$ cat src/design/hornerPkg.sv
package hornerPkg;

	// coefficient memory index, 32 slots
	typedef logic [4:0] coefAddrT;

	typedef logic [3:0] degreeT;  // highest power, up to 15

	typedef logic [0:0] clientT;  // which engine owns the memory

	// engine control flow, one coefficient per request/release pair
	typedef enum logic [1:0] {
		stIdle,     // waiting for start
		stRequest,  // req high until ack shows up
		stRelease,  // req low until ack falls
		stFinish    // resolve carry-save pair into result
	} hornerStateT;

endpackage

$ cat src/design/coefBus.sv
`timescale 1ns/100ps

interface coefBus import hornerPkg::*; #(
	parameter int wordWidth = 16  // coefficient width
) ();

	logic                 req;   // engine wants a word
	coefAddrT             addr;  // stable while req high
	logic                 ack;   // word is in data
	logic [wordWidth-1:0] data;  // held as long as ack high

	// requesting side
	modport engine (output req, output addr, input ack, input data);

	modport arbiter (input req, input addr, output ack, output data);

endinterface

$ cat src/design/addMopCsv.sv
`timescale 1ns/100ps

// one column of an (m,2) compressor
module cpr #(
	parameter int depth = 4,  // input bits of this weight
	parameter int speed = 1   // 1 for tree and 0 for chain
) (
	input  logic [depth-1:0] A,   // bits of this column
	input  logic [depth-4:0] CI,  // carries from the column below
	output logic             S,
	output logic             C,
	output logic [depth-4:0] CO   // carries into the column above
);

	// queue of bits still to be added where adders eat from the front
	logic [3*depth-6:0] fifo;
	logic [depth-3:0]   coT;  // carry of every adder

	assign fifo[depth-1:0] = A;

	for (genvar i = 0; i < depth-2; i++) begin : fa
		logic [2:0] ops;  // three addends of adder i
		if (speed == 0 && i > 0) begin : chain
			// new bit, incoming carry, previous sum
			assign ops = {fifo[depth+2*i-2], fifo[depth+2*i-1], fifo[i+2]};
		end else begin : tree
			assign ops = fifo[3*i+2 -: 3];  // next three from the queue
		end
		assign fifo[depth+2*i]   = ^ops;  // sum goes to the back
		assign coT[i]            = (ops[0] & ops[1]) | (ops[0] & ops[2]) | (ops[1] & ops[2]);
		if (i < depth-3) begin : cin
			assign fifo[depth+2*i+1] = CI[i];  // then the carry from below
		end
	end

	assign CO = coT[depth-4:0];
	assign S  = fifo[3*depth-6];  // last adder's sum
	assign C  = coT[depth-3];     // last adder's carry leaves the column

endmodule

// carry-save sum of depth operands
module addMopCsv #(
	parameter int width = 8,  // operand width
	parameter int depth = 4,  // operand count, at least 4
	parameter int speed = 1
) (
	input  logic [depth*width-1:0] A,  // operand k at bits k*width
	output logic [width-1:0]       S,
	output logic [width-1:0]       C
);

	logic [depth*width-1:0]         byWeight;  // column-major copy of A
	logic [(depth-3)*(width+1)-1:0] carries;   // between neighbouring slices
	logic [width-1:0]               cT;        // column carries before the shift

	for (genvar i = 0; i < width; i++) begin : col
		for (genvar k = 0; k < depth; k++) begin : opnd
			assign byWeight[i*depth+k] = A[k*width+i];
		end
	end

	assign carries[depth-4:0] = '0;  // nothing enters the lsb column

	for (genvar i = 0; i < width; i++) begin : bits
		cpr #(
			.depth(depth),
			.speed(speed)
		) slice (
			.A (byWeight[i*depth +: depth]),
			.CI(carries[i*(depth-3) +: depth-3]),
			.S (S[i]),
			.C (cT[i]),
			.CO(carries[(i+1)*(depth-3) +: depth-3])
		);
	end

	// carry weighs one up and the top one falls outside the modulus
	assign C = {cT[width-2:0], 1'b0};

endmodule

$ cat src/design/mulAddCsvUns.sv
`timescale 1ns/100ps

// rows of a multiplier given in carry-save form
module ppGenUns #(
	parameter int widthX = 8,  // multiplier width
	parameter int widthY = 8   // multiplicand width
) (
	input  logic [widthX-1:0]                 XS,
	input  logic [widthX-1:0]                 XC,
	input  logic [widthY-1:0]                 Y,
	output logic [widthX*(widthX+widthY)-1:0] PP  // row i at bits i*(widthX+widthY)
);

	localparam int widthP = widthX + widthY;

	logic [widthX-1:0] one;   // digit 1 at position i
	logic [widthX-1:0] two;   // digit 2 at position i
	logic [widthY+1:0] yExt;  // zero on both sides, for Y and 2Y

	assign one  = XS ^ XC;
	assign two  = XS & XC;
	assign yExt = {1'b0, Y, 1'b0};

	always_comb begin
		PP = '0;
		for (int i = 0; i < widthX; i++) begin
			for (int k = 0; k <= widthY; k++) begin
				PP[i*widthP+i+k] = (one[i] & yExt[k+1]) | (two[i] & yExt[k]);  // Y or 2Y
			end
		end
	end

endmodule

// (XS+XC)*Y + Z as a carry-save pair, mod 2^wordWidth
module mulAddCsvUns #(
	parameter int wordWidth = 16,
	parameter int speed     = 1
) (
	input  logic [wordWidth-1:0] XS,  // accumulator sum
	input  logic [wordWidth-1:0] XC,  // accumulator carry
	input  logic [wordWidth-1:0] Y,   // evaluation point
	input  logic [wordWidth-1:0] Z,   // addend row
	output logic [wordWidth-1:0] PS,
	output logic [wordWidth-1:0] PC
);

	localparam int rowWidth = 2 * wordWidth;

	logic [wordWidth*rowWidth-1:0]      pp;
	logic [(wordWidth+1)*wordWidth-1:0] rows;  // truncated products plus Z

	ppGenUns #(
		.widthX(wordWidth),
		.widthY(wordWidth)
	) ppGen (
		.XS(XS),
		.XC(XC),
		.Y (Y),
		.PP(pp)
	);

	// high half of each row never reaches the result
	for (genvar r = 0; r < wordWidth; r++) begin : trunc
		assign rows[r*wordWidth +: wordWidth] = pp[r*rowWidth +: wordWidth];
	end
	assign rows[wordWidth*wordWidth +: wordWidth] = Z;  // coefficient rides in the same tree

	addMopCsv #(
		.width(wordWidth),
		.depth(wordWidth+1),
		.speed(speed)
	) csvAdd (
		.A(rows),
		.S(PS),
		.C(PC)
	);

endmodule

$ cat src/design/coefMemory.sv
`timescale 1ns/100ps

module coefMemory import hornerPkg::*; #(
	parameter int wordWidth = 16
) (
	input  logic                 clk,
	input  logic                 arstN,
	input  logic                 wrEn,
	input  coefAddrT             wrAddr,
	input  logic [wordWidth-1:0] wrData,
	input  coefAddrT             rdAddr,  // from the arbiter
	output logic [wordWidth-1:0] rdData
);

	localparam int depth = 2**$bits(coefAddrT);  // one word per address

	logic [wordWidth-1:0] mem [depth];

	always_ff @(posedge clk or negedge arstN) begin
		if (!arstN) begin
			for (int i = 0; i < depth; i++) begin
				mem[i] <= '0;  // all coefficients start at zero
			end
		end else if (wrEn) begin
			mem[wrAddr] <= wrData;
		end
	end

	// read is combinational, a write shows up one cycle later
	assign rdData = mem[rdAddr];

endmodule

$ cat src/design/coefArbiter.sv
`timescale 1ns/100ps

module coefArbiter import hornerPkg::*; #(
	parameter int wordWidth = 16
) (
	input  logic                 clk,
	input  logic                 arstN,
	coefBus.arbiter              client0,
	coefBus.arbiter              client1,
	output coefAddrT             memAddr,
	input  logic [wordWidth-1:0] memData
);

	typedef enum logic {arbIdle, arbServe} arbStateT;

	arbStateT state;
	clientT   owner;   // current grant, kept afterwards as last served
	clientT   pick;    // winner if granting now
	clientT   sel;     // whose address goes to memory
	logic     anyReq;
	logic     ownerReq;

	assign anyReq = client0.req | client1.req;

	// round robin on a tie
	always_comb begin
		if (client0.req && client1.req) begin
			pick = ~owner;
		end else begin
			pick = client1.req;
		end
	end

	assign sel      = (state == arbIdle) ? pick : owner;
	assign memAddr  = sel ? client1.addr : client0.addr;
	assign ownerReq = owner ? client1.req : client0.req;

	always_ff @(posedge clk or negedge arstN) begin
		if (!arstN) begin
			state       <= arbIdle;
			owner       <= 1'b1;  // client0 wins the first tie
			client0.ack <= 1'b0;
			client1.ack <= 1'b0;
		end else begin
			case (state)
				arbIdle: begin
					if (anyReq) begin
						owner <= pick;
						if (pick) begin
							client1.ack <= 1'b1;
						end else begin
							client0.ack <= 1'b1;
						end
						state <= arbServe;
					end
				end
				arbServe: begin
					// owner took its word
					if (!ownerReq) begin
						client0.ack <= 1'b0;
						client1.ack <= 1'b0;
						state       <= arbIdle;
					end
				end
				default: state <= arbIdle;
			endcase
		end
	end

	// word captured at grant, steady until ack drops
	always_ff @(posedge clk) begin
		if (state == arbIdle && anyReq) begin
			if (pick) begin
				client1.data <= memData;
			end else begin
				client0.data <= memData;
			end
		end
	end

endmodule

$ cat src/design/hornerEngine.sv
`timescale 1ns/100ps

module hornerEngine import hornerPkg::*; #(
	parameter int wordWidth = 16,
	parameter int speed     = 1
) (
	input  logic                 clk,
	input  logic                 arstN,
	input  logic                 start,
	input  logic [wordWidth-1:0] xVal,      // evaluation point
	input  degreeT               degree,
	input  coefAddrT             coefBase,  // highest-order coefficient
	coefBus.engine               coef,
	output logic                 busy,
	output logic                 done,
	output logic [wordWidth-1:0] result
);

	hornerStateT          state;
	logic [wordWidth-1:0] xReg;      // point latched at start
	degreeT               lastStep;  // latched degree
	degreeT               step;      // coefficient being fetched
	logic [wordWidth-1:0] accS;      // accumulator sum word
	logic [wordWidth-1:0] accC;      // accumulator carry word
	logic [wordWidth-1:0] nextS;
	logic [wordWidth-1:0] nextC;

	// acc*x + coef in one pass, no carry propagation
	mulAddCsvUns #(
		.wordWidth(wordWidth),
		.speed    (speed)
	) fusedStep (
		.XS(accS),
		.XC(accC),
		.Y (xReg),
		.Z (coef.data),
		.PS(nextS),
		.PC(nextC)
	);

	always_ff @(posedge clk or negedge arstN) begin
		if (!arstN) begin
			state     <= stIdle;
			busy      <= 1'b0;
			done      <= 1'b0;
			coef.req  <= 1'b0;
			coef.addr <= '0;
			step      <= '0;
			lastStep  <= '0;
			xReg      <= '0;
			accS      <= '0;
			accC      <= '0;
			result    <= '0;
		end else begin
			done <= 1'b0;  // single-cycle pulse
			case (state)
				stIdle: begin
					if (start) begin
						xReg      <= xVal;
						lastStep  <= degree;
						step      <= '0;
						coef.addr <= coefBase;
						accS      <= '0;
						accC      <= '0;
						coef.req  <= 1'b1;  // first fetch right away
						busy      <= 1'b1;
						state     <= stRequest;
					end
				end
				stRequest: begin
					if (coef.ack) begin
						accS     <= nextS;  // data valid while ack high
						accC     <= nextC;
						coef.req <= 1'b0;
						state    <= stRelease;
					end
				end
				stRelease: begin
					// next req only after ack seen low
					if (!coef.ack) begin
						if (step == lastStep) begin
							state <= stFinish;
						end else begin
							step      <= step + 1'b1;
							coef.addr <= coef.addr + 1'b1;  // wraps within 32
							coef.req  <= 1'b1;
							state     <= stRequest;
						end
					end
				end
				stFinish: begin
					result <= accS + accC;  // the one carry-propagate add
					done   <= 1'b1;
					busy   <= 1'b0;
					state  <= stIdle;
				end
				default: state <= stIdle;
			endcase
		end
	end

endmodule

$ cat src/design/hornerTop.sv
`timescale 1ns/100ps

module hornerTop import hornerPkg::*; #(
	parameter int wordWidth = 16,
	parameter int speed     = 1  // compressor style, tree by default
) (
	input  logic                 clk,
	input  logic                 arstN,
	input  logic                 coefWrEn,
	input  coefAddrT             coefWrAddr,
	input  logic [wordWidth-1:0] coefWrData,
	input  logic                 start_0,
	input  logic [wordWidth-1:0] xVal_0,
	input  degreeT               degree_0,
	input  coefAddrT             coefBase_0,
	output logic                 busy_0,
	output logic                 done_0,
	output logic [wordWidth-1:0] result_0,
	input  logic                 start_1,
	input  logic [wordWidth-1:0] xVal_1,
	input  degreeT               degree_1,
	input  coefAddrT             coefBase_1,
	output logic                 busy_1,
	output logic                 done_1,
	output logic [wordWidth-1:0] result_1
);

	coefAddrT             memAddr;  // granted engine's address
	logic [wordWidth-1:0] memData;

	coefBus #(.wordWidth(wordWidth)) bus0 ();
	coefBus #(.wordWidth(wordWidth)) bus1 ();

	hornerEngine #(
		.wordWidth(wordWidth),
		.speed    (speed)
	) engine0 (
		.clk     (clk),
		.arstN   (arstN),
		.start   (start_0),
		.xVal    (xVal_0),
		.degree  (degree_0),
		.coefBase(coefBase_0),
		.coef    (bus0.engine),
		.busy    (busy_0),
		.done    (done_0),
		.result  (result_0)
	);

	hornerEngine #(
		.wordWidth(wordWidth),
		.speed    (speed)
	) engine1 (
		.clk     (clk),
		.arstN   (arstN),
		.start   (start_1),
		.xVal    (xVal_1),
		.degree  (degree_1),
		.coefBase(coefBase_1),
		.coef    (bus1.engine),
		.busy    (busy_1),
		.done    (done_1),
		.result  (result_1)
	);

	coefArbiter #(.wordWidth(wordWidth)) arbiter (
		.clk    (clk),
		.arstN  (arstN),
		.client0(bus0.arbiter),
		.client1(bus1.arbiter),
		.memAddr(memAddr),
		.memData(memData)
	);

	// write port straight from the top
	coefMemory #(.wordWidth(wordWidth)) memory (
		.clk   (clk),
		.arstN (arstN),
		.wrEn  (coefWrEn),
		.wrAddr(coefWrAddr),
		.wrData(coefWrData),
		.rdAddr(memAddr),
		.rdData(memData)
	);

endmodule

$ cat config.mk
export PLATFORM = sky130hd
export DESIGN_NAME = hornerTop
export DESIGN_NICKNAME = d
export VERILOG_FILES = /design/src/design/hornerPkg.sv /design/src/design/coefBus.sv /design/src/design/addMopCsv.sv /design/src/design/mulAddCsvUns.sv /design/src/design/coefMemory.sv /design/src/design/coefArbiter.sv /design/src/design/hornerEngine.sv /design/src/design/hornerTop.sv
export SDC_FILE = /design/constraint.sdc
export NUM_CORES = 2
export LEC_CHECK = 0
export BUFFER_PORTS_ARGS = -buffer_cell sky130_fd_sc_hd__clkbuf_2
export CORE_MARGIN = 4
export CORE_UTILIZATION = 35
export DETAILED_ROUTE_END_ITERATION = 6
export GPL_TIMING_DRIVEN = 1
export RECOVER_POWER = 100
export SYNTH_ARGS = -nofsm -noshare
export SYNTH_HDL_FRONTEND = slang
export SYNTH_SLANG_ARGS = --single-unit
$ cat constraint.sdc
create_clock -name clk -period 8.2 [get_ports clk]
set_input_delay 0.41 -clock clk [delete_from_list [all_inputs] [get_ports clk]]
set_output_delay 0.41 -clock clk [all_outputs]
set_load 0.005 [all_outputs]
==> impl_metrics.toml <==
[yosys]
synth_nets = 3578
synth_edf_count = 32
ys_ff_latch = 704
yosys_warnings = 0
synth.distinct_cells = 60
synthCells = 3194
synth_common_cells = "dfrtp_1, mux2_2, nand2_1"
ys.flop_type = "dfrtp_1"
synth.most_common_cell = "dfrtp_1"
syn_area_um2 = 39910
syn_area_per_cell_um2 = 12.50
yosysTopAreaCellShare_pct = 42.07
synth_top_area_cell = "dfrtp_1"
async_flop_share_pct = 95.45
ys_seq_area_share_pct = 44.54
synth_area_leaders = "dfrtp_1, mux2_2, fa_1"

[hold_path]
min_path_cells = 3
hold_path_startpoint = "xVal_1[4]"
min_to = "engine1.xReg[4]"
hp-class = "input pin to flop"

[die]
start_util_pct = 35.38
io_pins = 112
die_h_um = 345.7
dieWidth_um = 345.7
row_count = 123
dieArea_um2 = 119500
core-area_um2 = 112800

[critical_path]
worstReg2RegEnd = "arbiter.client0.data[12]"
max_stage_delay_ps = 1660
path_cells = "nand2_1, a31oi_1, mux2_1, buf_4, mux4_2, a22o_1, nor2_1, nand3_1"
r2r-start = "arbiter.owner"
worst-path-buf-inv = 1
slowest_stage = "mux2_1"
crit_path_start_kind = "flop"
crit_path_max_fanout = 37
cp.required_ps = 8500
critical_path_class = "flop to flop"
reg2regPathDepth = 8
endpoint_kind = "flop"
arrival_ps = 6460
crit_family = "multiplexers"
rrSetupSlack_ps = 2040
crit_start = "arbiter.owner"

[sta]
drv_slew = 735
fin_tns_setup_ps = 0
worst_pin_slew_ps = 3896
final.period_utilization_pct = 75.08
hold_viol = 0
slew_headroom_pct = -159.7
fin_crit_ps = 6156
rsz0062_at_grt = "no"
fin_hold_ws_ps = 22.98
fmax_mhz = 162.4
finalClockSkew_ps = 26.42
setup_violations = 0

[routing]
top_layer = "met5"
drtIter0Drc = 1462
totalWireLength_um = 100700
wl_met2_um = 49200
wl_met1_um = 43910
viasPerCell = 5.210
drcViolationCount = 1
post_drt_wl_per_cell_um = 21.09
ant_nets = 0
vias = 24873
route.met3.wl_um = 4681
firstDrtPassIters = 7

[power]
ir_worst_vdd_uv = 305.2
leakage_nw = 19.87
power.density_nw_per_um2 = 404.2

[global_routing]
overflow = 0
grt_max_degree = 155
grt_pass1_wl_um = 159000
grt_antenna_before_repair = 4
first_global_vias = 26375
grt.total_usage_pct = 16.96

[finish]
area_growth_pct = 11.73
drive_gt1_share_pct = 27.79
diodes = 0
utilization_pct = 39.53
nFillCells = 10758
layout.nets = 3596

[outcome]
violations = "DRC, capacitance limit, slew limit"
status = "complete, but fails checks"

[clock_network]
post-cts-setup-buffer-count = 0
htree_levels = 3
root_buffer = "clkbuf_16"
cts.sinks = 704
cts_tree = "built"
clock_path_buffers = 3
clk_latency_ps = 650
numCtsBuffers = 80
clk_pin_slew_ps = 60

[job]
maxCapViolCount = 15

[placed_design]
place_congestion = 0.8184
place_hpwl_um = 66580
port_buffers = 111
routing by layer:
metal	up-vias	global-route usage [%]
li1	11131	-
met1	13105	22.62
met2	479	28.36
met3	156	3.204
met4	2	4.766
met5	-	0
logic make-up (layout without fill, tap and decap cells):
logic type,after synthesis,in the layout,share of synthesized area (%)
flops,704,704,44.54
mux,660,660,22.23
simple gates,548,548,6.198
buf+inv,511,591,5.082
compound gates,389,389,7.063
fa+ha+maj,308,308,13.23
xor+xnor,74,74,1.658
worst max path at each step:
| stage | to | cells past startpoint | slack, ps |
|---|---|---|---|
| floorplan | engine1.accS[15] | 17 | 3270 |
| global placement | engine1.accS[15] | 16 | 3190 |
| detailed placement | engine1.accS[15] | 16 | 3100 |
| CTS | engine1.accS[15] | 16 | 3070 |
| global route | arbiter.client0.data[13] | 8 | 1480 |
| finish | arbiter.client0.data[12] | 8 | 2040 |
worst reg2reg max path: stages, from the launching register on:
cell and delay (ps):
dfstp_1 660, nand2_1 100, a31oi_1 910, mux2_1 1670, buf_4 910, mux4_2 630
a22o_1 270, nor2_1 330, nand3_1 330
final cells by class:
type	instances	area, um^2	share of cell area [%]
Multi-Input combinational cell	1979	20180	45.26
Sequential cell	704	17780	39.87
Clock buffer	105	2217	4.972
Tap cell	1500	1877	4.209
Timing Repair Buffer	183	1077	2.416
Inverter	264	991.0	2.222
Clock inverter	39	469.2	1.052
metrics by stage:
stage          worst slack (ps)  instances  total power, mW  cell area, um^2
4_1_cts                    3073       4774            18.36            44790
3_3_place_gp               3192       4595            14.44            41750
6_report                   2044       4774            18.03            44590
3_5_place_dp               3105       4595            14.60            41750
2_1_floorplan              3273       3194            11.86            39910
5_1_grt                    1478       4774            19.60            44590
layout by cell type, fill, tap and decap left out, drive strengths merged, types with 5 or more instances in the layout:
| master | n |
|---|---|
| dfrtp | 671 |
| mux2 | 527 |
| nand2 | 304 |
| inv | 276 |
| clkbuf | 242 |
| fa | 190 |
| mux4 | 128 |
| ha | 118 |
| a22oi | 105 |
| a22o | 103 |
| and2 | 89 |
| o21ai | 79 |
| nor2 | 71 |
| xnor2 | 56 |
| dlygate4sd3 | 35 |
| nand3 | 32 |
| edfxtp | 32 |
| a21oi | 26 |
| o31ai | 24 |
| xor2 | 17 |
| clkinv | 17 |
| buf | 11 |
| and3 | 9 |
| nor3b | 9 |
| o21a | 9 |
| nor3 | 8 |
| nor2b | 7 |
| a211oi | 7 |
| bufinv | 7 |
| nand3b | 6 |
| o22ai | 6 |
| a21o | 6 |
| mux2i | 5 |
what timing repair did:
| action | in CTS | in global routing |
|---|---|---|
| hold endpoints to repair | 130 | 0 |
| hold buffers | 35 | 0 |
| resized for setup | 0 | 0 |
flip-flops by register name, indices dropped and copies added (netlist names), 2 cells and up:
name	cells
engine0.result	16
arbiter.client1.data	16
engine1.accC	12
engine0.state	2
engine0.step	4
memory.mem	512
arbiter.client0.data	16
engine0.accC	12
engine0.coef.addr	5
engine1.result	16
engine1.accS	16
engine1.coef.addr	5
engine0.xReg	16
engine0.lastStep	4
engine1.xReg	16
engine1.lastStep	4
engine0.accS	16
engine1.step	4
engine1.state	2
report_power, final:
part | switching [mW] | internal (mW) | total, mW | leakage, nW
clock network | 1.53 | 2.15 | 3.68 | 1.32
logic | 4.95 | 4.03 | 8.98 | 9.64
registers | 0.878 | 4.49 | 5.37 | 8.91
total | 7.35 | 10.7 | 18.0 | 19.9
No activity file was read; power rests on OpenSTA's default activity.
